===== config.mk =====
export PLATFORM = sky130hd
export DESIGN_NAME = busActivityChecker
export DESIGN_NICKNAME = d
export VERILOG_FILES = /design/src/design/busCheckPkg.sv /design/src/design/msgPairIf.sv /design/src/design/requestCapture.sv /design/src/design/responseMatcher.sv /design/src/design/verdictTally.sv /design/src/design/busActivityChecker.sv
export VERILOG_INCLUDE_DIRS = /design/src /design/src/design
export SDC_FILE = /design/constraint.sdc
export NUM_CORES = 1
export LEC_CHECK = 0
export BUFFER_PORTS_ARGS = -buffer_cell sky130_fd_sc_hd__buf_2
export CORE_MARGIN = 5
export CORE_UTILIZATION = 40
export CTS_CLUSTER_DIAMETER = 100
export DETAILED_ROUTE_END_ITERATION = 6
export PLACE_DENSITY = 0.63
export SYNTH_ARGS = -nofsm -noshare
export SYNTH_HDL_FRONTEND = slang
export SYNTH_HIERARCHICAL = 1
export SYNTH_SLANG_ARGS = --single-unit

===== constraint.sdc =====
create_clock -name clk -period 1.9 [get_ports clk]
set_input_delay 0.38 -clock clk [delete_from_list [all_inputs] [get_ports clk]]
set_output_delay 0.38 -clock clk [all_outputs]
set_load 0.01 [all_outputs]

===== src/design/busCheck_defines.svh =====
//****************************************
// widths, field positions and protocol constants of the
// CANopen request/response checker
// message layout is the 76-bit COB-ID + 8 payload bytes word
//****************************************
`ifndef BUSCHECK_DEFINES_SVH
`define BUSCHECK_DEFINES_SVH

`define MSG_W            76
`define COB_MSB          75    // COB-ID is 75:64
`define COB_LSB          64
`define FUNC_W           4     // function code is the top nibble of the COB-ID

// payload fields
`define CMD_MSB          63
`define CMD_LSB          56
`define IDX_MSB          55
`define IDX_LSB          40
`define SUB_MSB          39
`define SUB_LSB          32
`define DATA_LSB         0
`define ECHO_LSB         (`DATA_LSB + 8)   // first bit above the low data byte
`define BUSID_MSB        31
`define BUSID_LSB        24

// function codes
`define FUNC_SDO_REQ     4'h6
`define FUNC_SDO_RESP    4'h5
`define FUNC_NMT_GUARD   4'h7

// command and status bytes
`define SDO_UPLOAD_REQ   8'h40
`define SDO_UPLOAD_RESP  8'h43
`define GUARD_STATUS_OK  8'h05

`define TRIM_PATTERN     76'h555AAAAAAAAAAAAAAAA
`define TALLY_W          16

`endif


===== src/design/busCheckPkg.sv =====
//****************************************
// types shared by the checker blocks
// widths come from the defines header
//****************************************
`include "busCheck_defines.svh"

package busCheckPkg;

  // one whole bus message, COB-ID on top
  typedef logic [`MSG_W-1:0] canMsg_t;

  typedef logic [`COB_MSB-`COB_LSB:0] cobId_t;
  typedef logic [`FUNC_W-1:0] funcCode_t;
  typedef logic [7:0] nodeId_t;                      // low byte of the COB-ID
  typedef logic [`IDX_MSB-`IDX_LSB:0] sdoIndex_t;
  typedef logic [`BUSID_MSB-`BUSID_LSB:0] busId_t;
  typedef logic [`TALLY_W-1:0] tally_t;

  // where the held request was taken from
  typedef enum logic [1:0]
  {
    originUplink,
    originDownlink,
    originTrim
  } reqOrigin_t;

  // which rule judges a pair
  typedef enum logic [1:0]
  {
    kindNodeGuard,
    kindSdoRead,
    kindTrim,
    kindEcho
  } checkKind_t;

endpackage


===== src/design/msgPairIf.sv =====
//****************************************
// one captured request/response pair
// pairValid is a single-cycle pulse, no back-pressure
//****************************************
`timescale 1ns/1ps
`include "busCheck_defines.svh"

interface msgPairIf import busCheckPkg::*; ();

  logic       pairValid;
  canMsg_t    request;
  canMsg_t    response;
  reqOrigin_t origin;

  modport source
  (
    output pairValid,
    output request,
    output response,
    output origin
  );

  modport sink
  (
    input pairValid,
    input request,
    input response,
    input origin
  );

endinterface


===== src/design/requestCapture.sv =====
//****************************************
// holds the current request and emits one pair per respMsg
// response is always taken from the uplink data
// a request loaded on the respMsg edge is not part of that pair
//****************************************
`timescale 1ns/1ps
`include "busCheck_defines.svh"

module requestCapture import busCheckPkg::*;
(
  input  logic     clk,
  input  logic     rst,
  input  logic     reqMsg,
  input  logic     respMsg,
  input  logic     testTx,
  input  logic     oscTrim,
  input  logic     trimStart,
  input  canMsg_t  uplinkData,
  input  canMsg_t  downlinkData,
  msgPairIf.source pair
);

  canMsg_t    heldReq;
  reqOrigin_t heldOrigin;

  // request register, trim has top priority
  always_ff @(posedge clk)
  begin
    if (!rst)
    begin
      heldReq    <= '0;
      heldOrigin <= originUplink;
    end
    else if (trimStart && oscTrim)
    begin
      heldReq    <= `TRIM_PATTERN;
      heldOrigin <= originTrim;
    end
    else if (reqMsg && testTx)
    begin
      heldReq    <= downlinkData;   // TX mode drives the bus from the host side
      heldOrigin <= originDownlink;
    end
    else if (reqMsg)
    begin
      heldReq    <= uplinkData;     // RX and default mode
      heldOrigin <= originUplink;
    end
  end

  // response capture and pair output
  always_ff @(posedge clk)
  begin
    if (!rst)
    begin
      pair.pairValid <= 1'b0;
      pair.request   <= '0;
      pair.response  <= '0;
      pair.origin    <= originUplink;
    end
    else
    begin
      pair.pairValid <= respMsg;
      if (respMsg)
      begin
        pair.request  <= heldReq;     // value before this edge
        pair.origin   <= heldOrigin;
        pair.response <= uplinkData;
      end
    end
  end

endmodule


===== src/design/responseMatcher.sv =====
//****************************************
// judges each pair and registers one verdict
// SDO data bytes are not compared, only the addressing
// verdictKind follows the pair bus, read it with verdictValid
//****************************************
`timescale 1ns/1ps
`include "busCheck_defines.svh"

module responseMatcher import busCheckPkg::*;
(
  input  logic       clk,
  input  logic       rst,
  input  busId_t     busId,
  msgPairIf.sink     pair,
  output logic       verdictValid,
  output logic       verdictPass,
  output checkKind_t verdictKind
);

  cobId_t     reqCob;
  cobId_t     respCob;
  funcCode_t  reqFunc;
  funcCode_t  respFunc;
  logic [7:0] reqCmd;
  logic [7:0] respCmd;
  sdoIndex_t  reqIdx;
  sdoIndex_t  respIdx;
  logic [7:0] reqSub;
  logic [7:0] respSub;
  canMsg_t    trimExpect;
  logic       guardOk;
  logic       sdoOk;
  logic       trimOk;
  logic       echoOk;
  checkKind_t kind;
  logic       pass;

  // field split of both messages
  assign reqCob   = pair.request[`COB_MSB:`COB_LSB];
  assign respCob  = pair.response[`COB_MSB:`COB_LSB];
  assign reqFunc  = pair.request[`COB_MSB -: `FUNC_W];
  assign respFunc = pair.response[`COB_MSB -: `FUNC_W];
  assign reqCmd   = pair.request[`CMD_MSB:`CMD_LSB];
  assign respCmd  = pair.response[`CMD_MSB:`CMD_LSB];
  assign reqIdx   = pair.request[`IDX_MSB:`IDX_LSB];
  assign respIdx  = pair.response[`IDX_MSB:`IDX_LSB];
  assign reqSub   = pair.request[`SUB_MSB:`SUB_LSB];
  assign respSub  = pair.response[`SUB_MSB:`SUB_LSB];

  // trim echo carries the bus number in place of one pattern byte
  always_comb
  begin
    trimExpect = `TRIM_PATTERN;
    trimExpect[`BUSID_MSB:`BUSID_LSB] = busId;
  end

  assign guardOk = (respCob == reqCob) && (respCmd == `GUARD_STATUS_OK);

  assign sdoOk = (respFunc == `FUNC_SDO_RESP)
              && (nodeId_t'(respCob) == nodeId_t'(reqCob))
              && (respCmd == `SDO_UPLOAD_RESP)
              && (respIdx == reqIdx)
              && (respSub == reqSub);

  assign trimOk = (pair.response == trimExpect);

  // loopback may change the low data byte only
  assign echoOk = (pair.response[`COB_MSB:`ECHO_LSB] == pair.request[`COB_MSB:`ECHO_LSB]);

  always_comb
  begin
    if (pair.origin == originTrim)
      kind = kindTrim;
    else if (reqFunc == `FUNC_NMT_GUARD)
      kind = kindNodeGuard;
    else if ((reqFunc == `FUNC_SDO_REQ) && (reqCmd == `SDO_UPLOAD_REQ))
      kind = kindSdoRead;
    else
      kind = kindEcho;   // anything else is treated as RX/TX loopback
  end

  always_comb
  begin
    case (kind)
      kindNodeGuard: pass = guardOk;
      kindSdoRead:   pass = sdoOk;
      kindTrim:      pass = trimOk;
      default:       pass = echoOk;
    endcase
  end

  always_ff @(posedge clk)
  begin
    verdictKind <= kind;
    if (!rst)
    begin
      verdictValid <= 1'b0;
      verdictPass  <= 1'b0;
    end
    else
    begin
      verdictValid <= pair.pairValid;
      verdictPass  <= pair.pairValid && pass;   // low between verdicts
    end
  end

endmodule


===== src/design/verdictTally.sv =====
//****************************************
// pass and fail counts of all verdicts
// each count stops at its maximum value
//****************************************
`timescale 1ns/1ps
`include "busCheck_defines.svh"

module verdictTally import busCheckPkg::*;
(
  input  logic   clk,
  input  logic   rst,
  input  logic   verdictValid,
  input  logic   verdictPass,
  output tally_t passCount,
  output tally_t failCount
);

  localparam tally_t tallyMax = {`TALLY_W{1'b1}};

  // add one unless already saturated
  function automatic tally_t satInc(input tally_t count);
    if (count == tallyMax)
      return count;
    return count + 1'b1;
  endfunction

  always_ff @(posedge clk)
  begin
    if (!rst)
    begin
      passCount <= '0;
      failCount <= '0;
    end
    else if (verdictValid)
    begin
      if (verdictPass)
        passCount <= satInc(passCount);
      else
        failCount <= satInc(failCount);
    end
  end

endmodule


===== src/design/busActivityChecker.sv =====
//****************************************
// checker top, request/response pairs on a CANopen bus
// verdict 2 cycles after respMsg, counts 3 cycles after
// responses may come on back-to-back cycles
// testRx selects the same source as no mode at all
//****************************************
`timescale 1ns/1ps
`include "busCheck_defines.svh"

module busActivityChecker import busCheckPkg::*;
(
  input  logic       clk,
  input  logic       rst,
  input  busId_t     busId,
  input  logic       reqMsg,
  input  logic       respMsg,
  input  logic       testRx,        // RX mode, served by the default uplink source
  input  logic       testTx,
  input  logic       oscTrim,
  input  logic       trimStart,
  input  canMsg_t    uplinkData,
  input  canMsg_t    downlinkData,
  output logic       checkValid,
  output logic       checkPass,
  output checkKind_t checkKind,
  output tally_t     passCount,
  output tally_t     failCount
);

  msgPairIf pairBus();

  requestCapture uCapture
  (
    .clk          (clk),
    .rst          (rst),
    .reqMsg       (reqMsg),
    .respMsg      (respMsg),
    .testTx       (testTx),
    .oscTrim      (oscTrim),
    .trimStart    (trimStart),
    .uplinkData   (uplinkData),
    .downlinkData (downlinkData),
    .pair         (pairBus.source)
  );

  responseMatcher uMatcher
  (
    .clk          (clk),
    .rst          (rst),
    .busId        (busId),
    .pair         (pairBus.sink),
    .verdictValid (checkValid),
    .verdictPass  (checkPass),
    .verdictKind  (checkKind)
  );

  // counts follow the registered verdict by one cycle
  verdictTally uTally
  (
    .clk          (clk),
    .rst          (rst),
    .verdictValid (checkValid),
    .verdictPass  (checkPass),
    .passCount    (passCount),
    .failCount    (failCount)
  );

endmodule


; ---- Word-level counts from Yosys, hierarchy flattened
; Index checks and enable logic that the tools add are counted.
[op_classes]
n_eq_ne = 19
bitwise_logic = 2
mux = 20
addsub = 2
n_reduce_logical = 15
[ops]
columns = operator, n
row1 = $mux 76, 2
row2 = $eq 76x75->1, 1
row3 = $mux 75, 1
row4 = $eq 68x68->1, 1
row5 = $add 16x1->16 const B, 2
row6 = $eq 16x16->1 const B, 2
row7 = $mux 16, 2
row8 = $eq 16x16->1, 1
row9 = $eq 8x7->1 const B, 2
row10 = $eq 8x8->1, 2
row11 = $eq 12x12->1, 1
row12 = $eq 4x3->1 const B, 3
row13 = $mux 2, 6
row14 = $logic_and 1x1->1, 9
row15 = $eq 8x3->1 const B, 1
row16 = $mux 1, 8
row17 = $reduce_and 3->1, 2
row18 = $eq 2x2->1 const B, 2
row19 = $ne 2x2->1 const B, 2
row20 = $pmux 1 s3, 1
row21 = $reduce_bool 3->1, 1
row22 = $eq 2x1->1 const B, 1
row23 = $logic_not 2->1, 1
row24 = $not 1->1, 2
row25 = 2 further kinds, 2
[totals]
inputBits = 168
ff_bits = 269

; ---- Depth between registers and ports, before layout
[logic_depth]
depth_word = 8
depth_mapped = 7
mapped_depth_nobuf = 6

; ---- Cells and area by module
; The synthesis kept the hierarchy.
[by_module_without_submodules]
columns = module, n_inst, cells_each, seq_area_each_um2, area_each_um2
row1 = requestCapture, 1, 808, 4664.5, 9401.5
row2 = verdictTally, 1, 183, 640.6, 1566.5
row3 = responseMatcher, 1, 152, 80.1, 1246.2

; ---- Worst setup path after synthesis
; OpenSTA, ideal clock, no wires.
[synth_path]
path_kind = reg-to-reg
start = register uTally.failCount[0]
end = register uTally.failCount[0]
arrival_time_ns = 1.477
path_slack_ns = 0.296
stages_incl_launch_ff = 7
setup_time_ns = 0.128
path_buffers = 0
synth_period_minus_slack_ns = 1.604
path_cell_list = dfxtp_1 ha_1 and3_1 nor3b_2 a21boi_1 xnor2_1 nor2_1
[synth_via]
elab_chain_cells = 7
[synth_lines]
columns = element, line
row1 = start: declaration, verdictTally.sv:15  ; output tally_t failCount
row2 = start signal: assignment, verdictTally.sv:39  ; failCount <= satInc(failCount);
row3 = $eq 16x16->1, verdictTally.sv:22  ; if (count == tallyMax)
row4 = $mux 1, verdictTally.sv:22
row5 = $mux 1, verdictTally.sv:36  ; if (verdictPass)
row6 = $mux 1, verdictTally.sv:34  ; else if (verdictValid)
row7 = $mux 1, verdictTally.sv:29  ; if (!rst)
row8 = $ne 2x2->1 (no line), --
row9 = $reduce_and 3->1 (no line), --
; Parallel ways exist; a longest one is shown, timed or not. The select of a mux whose other input is x is not followed.
; A chain may end at the register's enable or synchronous reset.

; ---- Worst setup path in the final report
[layout_path]
start = register uCapture.pair.request[38]
end = register uMatcher.verdictPass
[layout_via]
elab_chain_cells = 4
[layout_lines]
columns = element, line
row1 = start: declaration, msgPairIf.sv:18  ; output request,
row2 = start signal: assignment, requestCapture.sv:66  ; pair.request <= heldReq;
row3 = "parallel branches: the longest is 2 deep, another holds $eq 68x68->1", --
row4 = $pmux 1 s3 (*), responseMatcher.sv:84  ; case (kind)
row5 = $logic_and 1x1->1 (*), responseMatcher.sv:103  ; verdictPass <= pair.pairValid && pass;
row6 = end signal: assignment, responseMatcher.sv:103
row7 = end: declaration, responseMatcher.sv:16  ; output logic verdictPass,
; Every way passes the cells marked *.

==> results.cfg <==
[run_status]
status = finished clean

[route]
ant_nets = 0
num_vias = 8411
wl_met2_mm = 13.4
routedWlPerCell_microns = 17.5
vias_per_cell = 5.01
dr.first_iter.drc_count = 369
drc = 0
wl_met3_mm = 1.55
dr.pass1.iters = 5
highest_layer = met5
wl_met1_mm = 14.0
routed_wl_mm = 29.4

[floorplanning]
chipWidth_microns = 180
core_sq_um = 28600
initial_core_util = 0.405
die_h_microns = 180
design.die.area_sq_um = 32500
num_rows = 62
io_pins = 204

[critical_path]
crit_path_end_kind = flop
path_class = reg -> reg
critPathMaxFanout = 2
crit_required_ns = 2.36
crit_path_start_kind = flop
critPathArrivalTime_ns = 2.23

[placed_design]
hpwl_mm = 21.5
gp_congestion = 0.806
dp_cells = 1627
port_buffers = 194

[hold_path]
min_path_type = in -> reg

[cts]
cts_buffers = 29
clk_latency_ns = 0.54
cts.clk_slew.worst_paths_ns = 0.06
cts_tree = built
cts_htree_levels = 1
cts_buffer_depth = 3
cts_root_buf = clkbuf_16
post-cts-setup-buffer-count = 0
clkSinkCount = 253

[synthesis]
netlist_area_sq_um = 11600
netlist_instances = 1091
syn_area_per_cell_sq_um = 10.6
yosys_warnings = 6
syn_nets = 1261

[sta]
min_period_ns = 1.77
clock_skew_ns = 0.0183
finalSetupViolCount = 0
grt_setup_unrepaired = false
whs_ns = 0.0994
tns_ns = 0
maxSlewViolCount = 0
fin_crit_sh = 0.930
hold_viol_final = 0
worst_slew_pin_slew_ns = 0.487
slew_headroom = 0.671
clock.fmax_mhz = 566

[global_routing]
grt_pass1_vias = 8406
grt_max_degree = 80
grt_pass1_wl_mm = 46.1
track_usage = 0.172
gr-total-overflow = 0
grt_antenna_before_repair = 1

[final_layout]
fillers = 2667
syn_to_final_growth_pct = 20.5
layout.nets = 1444
drive_above_1_share = 0.232
instances_no_fill = 1680
num_antenna_cells = 0

[pwr]
ir_worst_vdd_uv = 642
p_leak_nw = 6.09
power.total_mw = 13.0
power_density_nw_per_um2 = 928

[job]
maxCapViolations = 0
routing by layer:
layer | vias to the layer above | global-route usage
met1 | 3950 | 0.236
li1 | 4235 | -
met3 | 31 | 0.0351
met5 | - | 0
met4 | 2 | 0.0336
met2 | 193 | 0.284
sequential cells by signal, summed over array words and instances (netlist names), 2 cells and up:
| register | flops |
|---|---|
| uCapture/pair.origin | 2 |
| uCapture/heldOrigin | 2 |
| uCapture/pair.response | 76 |
| uMatcher/verdictKind | 2 |
| uCapture/pair.request | 68 |
| uTally/passCount | 16 |
| uCapture/heldReq | 68 |
| uTally/failCount | 16 |
cell usage in the layout (no fill, tap or decap), types with 5 or more instances in the layout:
cell       instances
clkbuf_8           9
o221a_1           34
mux2_1            34
buf_4             24
xnor2_1           35
nor4_1            19
and3_1             7
nor4bb_1           9
o21ai_0            6
nor2b_1          147
nand2_1           21
clkinv_2           8
nand4_1           15
nor2_1            67
nand3_1           15
a211oi_1          27
dfxtp_1          253
clkbuf_16         29
a21oi_1            5
xor2_1            67
a211oi_2          10
nor3_1            11
nor4_2             6
mux2i_1          181
buf_12             8
buf_2            191
through the flow:
step	area (sq um)	setup slack, ns	util
2_1_floorplan	11600	0.296	-
3_3_place_gp	12900	0.0948	0.451
4_1_cts	13900	0.0782	0.486
6_report	14000	0.132	0.488
5_1_grt	14000	0.00281	0.488
3_5_place_dp	12900	0.0880	0.451
where the power goes:
| part | internal, mW | switching, mW | total [mW] |
|---|---|---|---|
| sequential | 5.59 | 0.207 | 5.80 |
| clock | 3.64 | 2.15 | 5.79 |
| combinational | 0.682 | 0.693 | 1.38 |
| total | 9.91 | 3.06 | 13.0 |
final cells by class:
type / count / area, sq um / area share
Clock buffer: 40 / 847 / 0.0607
Clock inverter: 13 / 169 / 0.0121
Inverter: 4 / 15.0 / 0.00108
Multi-Input combinational cell: 762 / 6080 / 0.435
Sequential cell: 253 / 5060 / 0.363
Tap cell: 384 / 480 / 0.0344
Timing Repair Buffer: 224 / 1310 / 0.0938
what timing repair did:
action / in CTS / in global routing
setup endpoints to repair: 0 / 1
hold endpoints to repair: 0 / 0
gates resized for setup: 0 / 6
hold buffers: 0 / 0
worst paths after layout:
check	slack, ns	start	depth (start not counted)	end
worst max-delay path	0.13	uCapture/pair.request[38]	6	uMatcher/verdictPass
worst min-delay path	0.1	uplinkData[29]	3	uCapture/pair.response[29]
worst max register to register	0.13	uCapture/pair.request[38]	6	uMatcher/verdictPass
worst min register to register	0.48	uCapture/heldOrigin[1]	2	uCapture/heldOrigin[1]
critical path: stages, from the launching register on:
cell and delay [ns]:
dfxtp_1 0.31, xor2_1 0.18, nor4_1 0.33, nand4_1 0.22, nor4_4 0.39, a22oi_1 0.12, a31oi_1 0.13
Note: power is estimated with default switching activity, not from simulation.
